### config.mk
export PLATFORM = sky130hd
export DESIGN_NAME = motor_axis_top
export DESIGN_NICKNAME = d
export VERILOG_FILES = /design/src/motor_pkg.sv /design/src/reg_decoder.sv /design/src/dac_cmd_regs.sv /design/src/safety_check.sv /design/src/board_regs.sv /design/src/motor_axis_top.sv
export SDC_FILE = /design/constraint.sdc
export NUM_CORES = 1
export LEC_CHECK = 0
export BUFFER_PORTS_ARGS = -buffer_cell sky130_fd_sc_hd__clkbuf_2
export CAP_MARGIN = 20
export CORE_ASPECT_RATIO = 1.1
export CORE_UTILIZATION = 54
export CTS_CLUSTER_SIZE = 8
export DETAILED_ROUTE_END_ITERATION = 10
export PLACE_DENSITY = 0.8
export SETUP_SLACK_MARGIN = 0.3
export SLEW_MARGIN = 20
export SYNTH_ARGS = -nofsm -noshare
export SYNTH_HDL_FRONTEND = slang
export SYNTH_SLANG_ARGS = --single-unit
### constraint.sdc
create_clock -name sysclk -period 2.77 [get_ports sysclk]
set_input_delay 0.554 -clock sysclk [delete_from_list [all_inputs] [get_ports sysclk]]
set_output_delay 0.554 -clock sysclk [all_outputs]
set_load 0.01 [all_outputs]
### src/motor_pkg.sv
// shared definitions for the four-axis motor core
// address map, safety constants and the register bus word types
// import with motor_pkg::* in each module header

package motor_pkg;

    // ------------------------------------------------------------------
    // sizes
    // ------------------------------------------------------------------
    localparam int NUM_AXES = 4;           // motor axes on the board
    localparam int CUR_W    = 16;          // dac command / adc feedback
    localparam int ADDR_W   = 16;          // register address
    localparam int DATA_W   = 32;          // register data

    // ------------------------------------------------------------------
    // address map
    //   addr[15:12] block, addr[7:4] channel, addr[3:0] offset
    // ------------------------------------------------------------------
    localparam logic [3:0] ADDR_MAIN    = 4'd0;   // other blocks read zero
    localparam logic [3:0] CHAN_BOARD   = 4'd0;   // axes sit on channels 1..4
    localparam logic [3:0] OFF_ADC_DATA = 4'd0;   // axis feedback readback
    localparam logic [3:0] OFF_DAC_CTRL = 4'd1;   // axis current command
    localparam logic [3:0] OFF_STATUS   = 4'd0;   // board status/control

    // safety check
    localparam logic [CUR_W-1:0] SAFETY_MARGIN = 16'h0100;  // added to 2*cmd
    localparam int SAFETY_HOLD = 4;        // consecutive over samples to trip
    localparam int HOLD_CNT_W  = $clog2(SAFETY_HOLD + 1);

    // ------------------------------------------------------------------
    // types
    // ------------------------------------------------------------------

    // register address split
    typedef struct packed {
        logic [3:0]          block;        // main / other spaces
        logic [ADDR_W-13:0]  unused;       // bits [11:8], not decoded
        logic [3:0]          channel;      // 0 board, 1..4 axis
        logic [3:0]          offset;       // register within channel
    } reg_addr_t;

    // write word as seen by the board status register
    typedef struct packed {
        logic                        clear_fault;      // msb, one-shot
        logic [DATA_W-NUM_AXES-2:0]  reserved;
        logic [NUM_AXES-1:0]         amp_enable_mask;  // lsbs
    } status_wr_t;

    // write word as seen by an axis command register
    typedef struct packed {
        logic [DATA_W-CUR_W-1:0]  reserved;
        logic [CUR_W-1:0]         value;   // new current command
    } dac_wr_t;

    // one bus word, decoded per target
    typedef union packed {
        status_wr_t  status;
        dac_wr_t     dac;
    } reg_word_u;

    // decoded write, at most one strobe set
    typedef struct packed {
        logic [NUM_AXES-1:0]  dac_we;      // one per axis
        logic                 status_we;   // channel 0 status write
        reg_word_u            word;
    } wr_req_t;

    // one current value per axis, axis 0 in the lsbs
    typedef logic [NUM_AXES-1:0][CUR_W-1:0] axis_cur_t;

endpackage

### src/reg_decoder.sv
// register bus write decode
// samples the write port, then turns the address into one target strobe

`timescale 1ns/1ps

module reg_decoder import motor_pkg::*; (
    input  logic       sysclk,
    input  logic       rst,
    input  logic       reg_wen,     // one write per cycle, no back-pressure
    input  reg_addr_t  reg_waddr,
    input  reg_word_u  reg_wdata,
    output wr_req_t    wr_req       // registered, to command and board regs
);

    // ------------------------------------------------------------------
    // stage 1: capture the write port
    // ------------------------------------------------------------------
    logic       wen_q;
    reg_addr_t  waddr_q;
    reg_word_u  wdata_q;

    always_ff @(posedge sysclk) begin
        if (rst) begin
            wen_q <= 1'b0;
        end else begin
            wen_q <= reg_wen;
        end
        waddr_q <= reg_waddr;      // payload only
        wdata_q <= reg_wdata;
    end

    // ------------------------------------------------------------------
    // address compare
    // ------------------------------------------------------------------
    logic                 main_hit;    // write lands in the main space
    logic                 status_hit;
    logic [NUM_AXES-1:0]  dac_hit;

    assign main_hit   = wen_q && (waddr_q.block == ADDR_MAIN);
    assign status_hit = main_hit && (waddr_q.channel == CHAN_BOARD)
                                 && (waddr_q.offset == OFF_STATUS);

    // axis a lives on channel a+1
    always_comb begin
        dac_hit = '0;
        for (int a = 0; a < NUM_AXES; a++) begin
            dac_hit[a] = main_hit && (waddr_q.channel == 4'(a + 1))
                                  && (waddr_q.offset == OFF_DAC_CTRL);
        end
    end

    // ------------------------------------------------------------------
    // stage 2: registered request
    // ------------------------------------------------------------------
    always_ff @(posedge sysclk) begin
        if (rst) begin
            wr_req.dac_we    <= '0;
            wr_req.status_we <= 1'b0;
        end else begin
            wr_req.dac_we    <= dac_hit;
            wr_req.status_we <= status_hit;
        end
        wr_req.word <= wdata_q;    // decoded by whichever target fires
    end

    // at most one target per write, whatever the address
    a_one_target : assert property (@(posedge sysclk) disable iff (rst)
        $onehot0({wr_req.dac_we, wr_req.status_we}));

endmodule

### src/dac_cmd_regs.sv
// per-axis current command registers
// loaded from decoded bus writes, outputs feed the amplifiers directly

`timescale 1ns/1ps

module dac_cmd_regs import motor_pkg::*; (
    input  logic       sysclk,
    input  logic       rst,
    input  wr_req_t    wr_req,      // from reg_decoder
    output axis_cur_t  cur_cmd      // to safety check, readback and pins
);

    // value field of the write word, shared by all axes
    logic [CUR_W-1:0] wr_value;

    assign wr_value = wr_req.word.dac.value;

    // ------------------------------------------------------------------
    // one command register per axis
    // ------------------------------------------------------------------
    for (genvar g = 0; g < NUM_AXES; g++) begin : g_axis

        // commands start at zero so the amps see no current out of reset
        always_ff @(posedge sysclk) begin
            if (rst) begin
                cur_cmd[g] <= '0;
            end else if (wr_req.dac_we[g]) begin   // strobe for this axis
                cur_cmd[g] <= wr_value;
            end
        end

    end

endmodule

### src/safety_check.sv
// per-axis over-current check
// trips a sticky fault when feedback stays above 2*command + margin
// fault holds until the board register sends clear_fault

`timescale 1ns/1ps

module safety_check import motor_pkg::*; (
    input  logic                 sysclk,
    input  logic                 rst,
    input  axis_cur_t            cur_fb,       // adc feedback, every cycle
    input  axis_cur_t            cur_cmd,      // dac command registers
    input  logic                 clear_fault,  // one-cycle pulse from board_regs
    output logic [NUM_AXES-1:0]  fault         // latched, one per axis
);

    // ------------------------------------------------------------------
    // sample stage
    // ------------------------------------------------------------------
    axis_cur_t fb_q;
    axis_cur_t cmd_q;

    always_ff @(posedge sysclk) begin
        fb_q  <= cur_fb;           // new sample each cycle
        cmd_q <= cur_cmd;
    end

    // ------------------------------------------------------------------
    // compare stage
    //   unsigned, widened to 18 bits so 2*cmd + margin cannot wrap
    // ------------------------------------------------------------------
    logic [NUM_AXES-1:0]  over;        // comb compare
    logic [NUM_AXES-1:0]  over_q;      // registered compare

    always_comb begin
        for (int a = 0; a < NUM_AXES; a++) begin
            over[a] = 18'(fb_q[a]) > ((18'(cmd_q[a]) << 1) + 18'(SAFETY_MARGIN));
        end
    end

    always_ff @(posedge sysclk) begin
        if (rst) begin
            over_q <= '0;
        end else begin
            over_q <= over;
        end
    end

    // ------------------------------------------------------------------
    // persistence count and fault latch
    // ------------------------------------------------------------------
    logic [NUM_AXES-1:0][HOLD_CNT_W-1:0] hold_cnt;   // consecutive over samples

    for (genvar g = 0; g < NUM_AXES; g++) begin : g_axis

        always_ff @(posedge sysclk) begin
            if (rst) begin
                hold_cnt[g] <= '0;
                fault[g]    <= 1'b0;
            end else begin
                // any good sample restarts the count, saturate at the limit
                if (!over_q[g]) begin
                    hold_cnt[g] <= '0;
                end else if (hold_cnt[g] != HOLD_CNT_W'(SAFETY_HOLD)) begin
                    hold_cnt[g] <= hold_cnt[g] + 1'b1;
                end

                if (clear_fault) begin
                    fault[g] <= 1'b0;          // re-trips if still over
                end else if (hold_cnt[g] == HOLD_CNT_W'(SAFETY_HOLD)) begin
                    fault[g] <= 1'b1;          // sticky
                end
            end
        end

    end

    // a fault only drops after a clear pulse from the board register
    a_fault_sticky : assert property (@(posedge sysclk) disable iff (rst)
        |($past(fault) & ~fault) |-> $past(clear_fault));

endmodule

### src/board_regs.sv
// channel 0 board registers and the register read mux
// holds the amp enable mask, pulses clear_fault, builds the status word

`timescale 1ns/1ps

module board_regs import motor_pkg::*; (
    input  logic                 sysclk,
    input  logic                 rst,
    input  wr_req_t              wr_req,       // decoded writes
    input  logic [NUM_AXES-1:0]  fault,        // latched safety faults
    input  axis_cur_t            cur_cmd,      // command readback
    input  axis_cur_t            cur_fb,       // feedback readback
    input  logic [3:0]           board_id,     // rotary switch
    input  reg_addr_t            reg_raddr,
    output logic                 clear_fault,  // one-cycle pulse
    output logic [NUM_AXES-1:0]  amp_enable,
    output logic [DATA_W-1:0]    reg_rdata     // 1 cycle after reg_raddr
);

    // ------------------------------------------------------------------
    // status/control register
    // ------------------------------------------------------------------
    logic [NUM_AXES-1:0] mask;         // software amp enable request

    always_ff @(posedge sysclk) begin
        if (rst) begin
            mask        <= '0;         // amps stay off until written
            clear_fault <= 1'b0;
        end else begin
            if (wr_req.status_we) begin
                mask <= wr_req.word.status.amp_enable_mask;
            end
            clear_fault <= wr_req.status_we && wr_req.word.status.clear_fault;
        end
    end

    // faulted axes are dropped regardless of the mask
    always_ff @(posedge sysclk) begin
        if (rst) begin
            amp_enable <= '0;
        end else begin
            amp_enable <= mask & ~fault;
        end
    end

    // ------------------------------------------------------------------
    // read mux
    // ------------------------------------------------------------------
    logic [DATA_W-1:0] status_word;
    logic [DATA_W-1:0] rd_next;

    // [27:24] id, [11:8] amp enable, [7:4] fault, [3:0] mask
    assign status_word = {4'h0, board_id, 12'h000, amp_enable, fault, mask};

    always_comb begin
        rd_next = '0;                              // unmapped reads as zero
        if (reg_raddr.block == ADDR_MAIN) begin
            if (reg_raddr.channel == CHAN_BOARD) begin
                if (reg_raddr.offset == OFF_STATUS) begin
                    rd_next = status_word;
                end
            end else begin
                for (int a = 0; a < NUM_AXES; a++) begin
                    if (reg_raddr.channel == 4'(a + 1)) begin   // axis a
                        if (reg_raddr.offset == OFF_ADC_DATA) begin
                            rd_next = DATA_W'(cur_fb[a]);
                        end else if (reg_raddr.offset == OFF_DAC_CTRL) begin
                            rd_next = DATA_W'(cur_cmd[a]);
                        end
                    end
                end
            end
        end
    end

    always_ff @(posedge sysclk) begin
        if (rst) begin
            reg_rdata <= '0;
        end else begin
            reg_rdata <= rd_next;
        end
    end

endmodule

### src/motor_axis_top.sv
// four-axis motor core top level
// register bus in, current commands and amp enables out

`timescale 1ns/1ps

module motor_axis_top import motor_pkg::*; (
    input  logic                 sysclk,
    input  logic                 rst,
    // register write port
    input  logic                 reg_wen,
    input  reg_addr_t            reg_waddr,
    input  reg_word_u            reg_wdata,
    // register read port, 1 cycle latency
    input  reg_addr_t            reg_raddr,
    output logic [DATA_W-1:0]    reg_rdata,
    // board side
    input  axis_cur_t            cur_fb,       // parallel adc feedback
    input  logic [3:0]           board_id,
    output axis_cur_t            cur_cmd,      // parallel dac commands
    output logic [NUM_AXES-1:0]  amp_enable
);

    // ------------------------------------------------------------------
    // local wires
    // ------------------------------------------------------------------
    wr_req_t              wr_req;          // decoded write
    logic [NUM_AXES-1:0]  fault;           // safety latches
    logic                 clear_fault;     // board reg -> safety

    reg_decoder decode_i (
        .sysclk    (sysclk),
        .rst       (rst),
        .reg_wen   (reg_wen),
        .reg_waddr (reg_waddr),
        .reg_wdata (reg_wdata),
        .wr_req    (wr_req)
    );

    dac_cmd_regs dac_i (
        .sysclk  (sysclk),
        .rst     (rst),
        .wr_req  (wr_req),
        .cur_cmd (cur_cmd)
    );

    // fb vs 2*cmd check per axis
    safety_check safe_i (
        .sysclk      (sysclk),
        .rst         (rst),
        .cur_fb      (cur_fb),
        .cur_cmd     (cur_cmd),
        .clear_fault (clear_fault),
        .fault       (fault)
    );

    // channel 0 and readback
    board_regs chan0_i (
        .sysclk      (sysclk),
        .rst         (rst),
        .wr_req      (wr_req),
        .fault       (fault),
        .cur_cmd     (cur_cmd),
        .cur_fb      (cur_fb),
        .board_id    (board_id),
        .reg_raddr   (reg_raddr),
        .clear_fault (clear_fault),
        .amp_enable  (amp_enable),
        .reg_rdata   (reg_rdata)
    );

endmodule

== Word-level counts from Yosys, hierarchy flattened ==
Index checks and enable logic that the tools add are counted.
Storage, ports and cells
  bits in registers: 335
  output and inout bits: 100
  word-level logic and storage cells: 108
Cells by class
  add/sub/neg operators: 8
  $lt $le $gt $ge: 4
  equal/unequal tests: 18
  muxes and demuxes: 14
  bitwise logic cells: 7
  reduce and logical (&&, ||, !) cells: 24
Operators by type and width (number)
  32-bit two-way mux: 12
  17-bit by 9-bit adder with 18-bit output, second input constant: 4
  16-bit by 18-bit greater-than comparator with 1-bit output: 4
  28-bit two-way mux: 1
  4-bit zero test: 6
  4-bit by 1-bit equality test with 1-bit output, second input constant: 4
  4-bit by 2-bit equality test with 1-bit output, second input constant: 4
  16-bit two-way mux: 1
  3-bit by 1-bit adder with 3-bit output, second input constant: 4
  3-bit equality test, second input constant: 4
  1-bit logical AND: 12
  3-bit != test, second input constant: 4
  2-bit OR reduction: 6
  4-bit by 3-bit equality test with 1-bit output, second input constant: 2
  1-bit inverter: 5
  4-bit bitwise AND: 1
  4-bit inverter: 1

== Depth between registers and ports, before layout ==
  word-level depth: 14
  gate-level depth with buffers: 10
  gate-level depth less buffers: 10

== Cells and area by module ==
Synthesis repeated with hierarchy kept, for this count alone.
Unflattened totals
  cell total of the unflattened synthesis: 1009
  area, all modules: 11461.0 um^2
By module, submodules not included
  safety_check: times used 1, cells each 476, area an instance 5268.8 um^2
  dac_cmd_regs: times used 1, cells each 207, area an instance 2322.2 um^2
  board_regs: times used 1, cells each 230, area an instance 2097.0 um^2
  reg_decoder: times used 1, cells each 96, area an instance 1773.0 um^2

== Least setup slack after synthesis ==
OpenSTA, ideal clock, no wires.
  kind: input-to-reg
  from: in reg_raddr[12] (netlist bit)
  to: reg chan0_i.reg_rdata[3]
  setup time: 0.075 ns
  arrival time: 2.014 ns
  slack: 0.681 ns
  stages: 6
  path buffers: 1
  cells stage by stage: or4_4 > nor3b_4 > nand3b_1 > buf_2 > or3_1 > o211ai_2
On the way
  cells in the longest elaborated chain, start to end: 3
RTL lines
  start, declared: line motor_axis_top.sv:14  | input reg_addr_t reg_raddr,
  4-bit zero test: line board_regs.sv:57  | if (reg_raddr.block == ADDR_MAIN) begin
  1-bit inverter (no source line)
  2-bit OR reduction (no source line)
  end signal, assigned: line board_regs.sv:80  | reg_rdata <= rd_next;
  end, declared: line board_regs.sv:17  | output logic [DATA_W-1:0] reg_rdata
Every way passes these cells.
A chain may end at the register's enable or synchronous reset.

== Worst setup path after layout ==
  from: reg safe_i.cmd_q[25] (netlist bit)
  to: reg safe_i.over_q[1]
On the way
  cells in the longest elaborated chain, start to end: 2
RTL lines
  start, declared: line safety_check.sv:20  | axis_cur_t cmd_q;
  start signal, assigned: line safety_check.sv:24  | cmd_q <= cur_cmd;
  17-bit by 9-bit adder with 18-bit output: line safety_check.sv:36  | over[a] = 18'(fb_q[a]) > ((18'(cmd_q[a]) << 1) + 18'(SAFETY_MARGIN));
  16-bit by 18-bit greater-than comparator with 1-bit output: line safety_check.sv:36
  end signal, assigned: line safety_check.sv:44  | over_q <= over;
  end, declared: line safety_check.sv:32  | logic [NUM_AXES-1:0] over_q;
Every way passes these cells.

==> metrics.md <==
| Metric | Value |
|---|---|
| DP HPWL | `21.4 mm` |
| Routed WL | `roughly 29 mm` |
| Reg2reg path depth | `10` |
| Port Buffers | `199` |
| DRC viols | `0` |
| First-pass GRT wire length | `43.6 mm` |
| Ys async rst share | `0%` |
| N_diodes | `0` |
| Die footprint | `0.0203 mm²` |
| Clk pin slew, worst setup/hold paths | `around 0.04 ns` |
| Final TNS setup | `0 ns` |
| DR WL/cell | `between 20 and 25 µm` |
| Area grow syn2layout | `21.8%` |
| Synth area leader | `dfxtp_1` |
| Core area | `0.0192 mm²` |
| Clock root cell | `clkbuf_16` |
| Outcome | `complete, no violations` |
| Clock Skews | `0.0117 ns` |
| Min cycle time layout | `~2.3 ns` |
| CP Launch Type | `flop` |
| Setup violators final | `0` |
| Max Slew Vio Count | `0` |
| Fmax | `approximately 440 MHz` |
| Synth warnings | `0` |
| Max_cap viols | `0` |
| Critical path origin | `safe_i.cmd_q[25]` |
| Critical path class | `reg -> reg` |
| Worst-Margin Slew | `1.05 ns` |
| # hold bufs at CTS | `0` |
| Share of cells above drive strength 1 | `a little under a quarter` |
| GRT Overall Usage | `28.9%` |
| Final std cells w/o fill | `1443` |
| Total grt overflow | `0` |
| Antenna violations before repair | `0` |
| Largest net degree at the start of global routing | `88` |
| # rows | `53` |
| Post-Synthesis Cells | `between 900 and 1000` |
| I/O pins | `approximately 240` |
| Vias in the first global route | `8143` |
| Number of synthesized flops with an enable pin | `0` |
| Top cell type's share of synthesized area | `55.0%` |
| Cts bufs inserted | `42` |
| Die width | `~140 µm` |
| Ys flop type | `dfxtp_1` |
| Synth top area cells | `dfxtp_1, mux2i_1, ha_1, nor2_1, a221oi_1` |
| Clock Tree Buf Depth | `3` |
| DIE HEIGHT | `149 µm` |
| Routed Antenna Nets | `0` |
| Critical Path RT | `3.20 ns` |
| P_leak | `roughly 5.4 nW` |
| # H-tree levels | `2` |
| Via density | `between 5 and 6` |
| PwrDens | `between 700 and 800 mW/mm²` |
| Post-synthesis register bit count | `293` |
| RSZ-0062 raised after global routing | `false` |
| Mean post-synth cell area | `10.9 µm²` |
| Reg-to-reg endpoint | `safe_i.over_q[1]` |
| CP Capture Type | `flop` |
| DR vias | `8337` |
| Peak supply drop | `just over 0.6 mV` |
| R2R setup slack | `0.50 ns` |
| Arrival time worst endpoint | `2.69 ns` |
| Crit path max fanout | `4` |
| Cell count after placement | `1398` |
| Post-route clock period utilization | `81.8%` |
| First-pass iteration count of the detailed router | `5` |
| Num Clock Sinks | `roughly 290` |
| R2R Path Start | `safe_i.cmd_q[25]` |
| Clk_lat worst skew | `0.52 ns` |
| Initial DRC count | `about 600` |
| Yosys cell types | `58` |
| Fillers | `1430` |
| Final hold vios | `0` |
| Final Net Count | `1402` |
| Min-delay worst type | `in -> reg` |
| CP Capture Point | `safe_i.over_q[1]` |
| Starting density of the core | `55.5%` |
| Post-synthesis sequential area ratio | `55.0%` |
| Tightest hold margin | `around 0.14 ns` |
| Max_slew headroom | `29.8%` |
| Post-Syn Area | `around 0.011 mm²` |
| CTS tree | `built` |
| Gpl congestion | `between 0.8 and 0.9` |
==> metrics by stage <==
step / area, µm² / utilization, % / power, mW / setup WS, ns
floorplan: 10700 / - / 4.65 / 0.681
global placement: 11900 / 61.9 / 4.84 / 0.411
detailed placement: 11900 / 61.9 / 4.86 / 0.339
CTS: 13000 / 67.5 / 9.18 / 0.502
global route: 13000 / 67.5 / 9.43 / 0.349
finish: 13000 / 67.5 / 9.15 / 0.504
==> power breakdown <==
| part | total (mW) | switching [mW] | leakage [nW] | internal, mW |
|---|---|---|---|---|
| Sequential | 4.38 | 0.0592 | 2.40 | 4.32 |
| Combinational | 0.408 | 0.239 | 2.46 | 0.169 |
| Clock | 4.36 | 1.65 | 0.538 | 2.70 |
==> flip-flops by register name, indices dropped and copies added (netlist names), 12 cells and up <==
name,count
chan0_i.reg_rdata,20
decode_i.wr_req,22
decode_i.waddr_q,12
dac_i.cur_cmd,64
safe_i.cmd_q,64
safe_i.hold_cnt,12
decode_i.wdata_q,17
safe_i.fb_q,64
==> cells in the mapped netlist (all sizes together) (2+ instances only) <==
cell,instances
nor2,99
a221oi,33
o21ai,13
o31ai,2
nand3b,3
nand2,44
o2bb2ai,11
o211ai,13
nor3b,7
xor2,14
a22oi,13
inv,45
ha,72
nand3,28
a21o,5
nor4,7
nand2b,4
nor3,16
or3,13
a311oi,2
mux2i,91
a21oi,29
buf,19
and4,2
nor2b,8
nand4,13
clkbuf,32
and2,6
and3,4
xnor2,14
a211oi,6
dfxtp,293
==> cell usage in the layout (no fill, tap or decap), drive strengths merged, types with 8 or more instances in the layout <==
| master | count |
|---|---|
| a22oi | 13 |
| inv | 46 |
| mux2i | 91 |
| nor2 | 99 |
| a21oi | 29 |
| o211ai | 13 |
| a221oi | 33 |
| nand4 | 13 |
| dfxtp | 293 |
| o2bb2ai | 11 |
| nand3 | 28 |
| clkbuf | 242 |
| conb | 12 |
| xnor2 | 14 |
| nand2 | 44 |
| or3 | 13 |
| nor2b | 8 |
| xor2 | 14 |
| nor3 | 16 |
| o21ai | 13 |
| ha | 72 |
| buf | 12 |
==> layout make-up <==
class	count	area, µm²	area share [%]
inverter	45	169	1.30
clock buffer	43	1080	8.28
multi-input combinational	602	4450	34.2
timing repair buffer	211	1110	8.55
tap	247	309	2.38
sequential	293	5870	45.2
clock inverter	2	13.8	0.106
==> how the worst min path moves through the flow <==
stage                        startpoint  depth (start not counted)              endpoint
global placement    decode_i.wdata_q[7]                          0    decode_i.wr_req[7]
floorplan           decode_i.wdata_q[0]                          0    decode_i.wr_req[0]
finish                    reg_wdata[15]                          1  decode_i.wdata_q[15]
CTS                        reg_wdata[3]                          1   decode_i.wdata_q[3]
detailed placement  decode_i.wdata_q[0]                          0    decode_i.wr_req[0]
global route               reg_wdata[1]                          1   decode_i.wdata_q[1]
==> layer usage <==
metal | vias to the layer above | track usage (%) | share of wire (%)
met5 | - | 0 | 0
met4 | 0 | 14.1 | 4.2
met3 | 90 | 5.13 | 7.5
met2 | 427 | 47.9 | 47
met1 | 3970 | 36.1 | 41
li1 | 3850 | - | -
==> logic make-up (layout without fill, tap and decap cells) <==
logic type	Yosys count	count (layout)	synth area share (%)
buffers and inverters	96	301	3.86
XOR/XNOR	28	28	2.30
other	1	12	0.0352
flip-flops	293	293	55.0
AND/OR/NAND/NOR	259	259	11.9
adder cells (fa/ha/maj)	72	72	8.45
multiplexers	92	92	8.65
AO/OA/AOI/OAI	139	139	9.84
==> what timing repair did <==
action | in CTS | in global routing
buffers inserted | 0 | 0
setup endpoints to repair | 0 | 1
gates resized for setup | 0 | 1
==> worst max-delay path, cell delays in order, from the launching register on <==
cell	delay, ns
dfxtp_1	0.35
and2_1	0.19
nand4_1	0.20
nor2_1	0.18
xnor2_1	0.08
ha_1	0.30
and4_1	0.19
nand3_1	0.14
nor2_1	0.20
a211oi_1	0.10
a211oi_1	0.24
No activity file was read; power rests on OpenSTA's default activity.
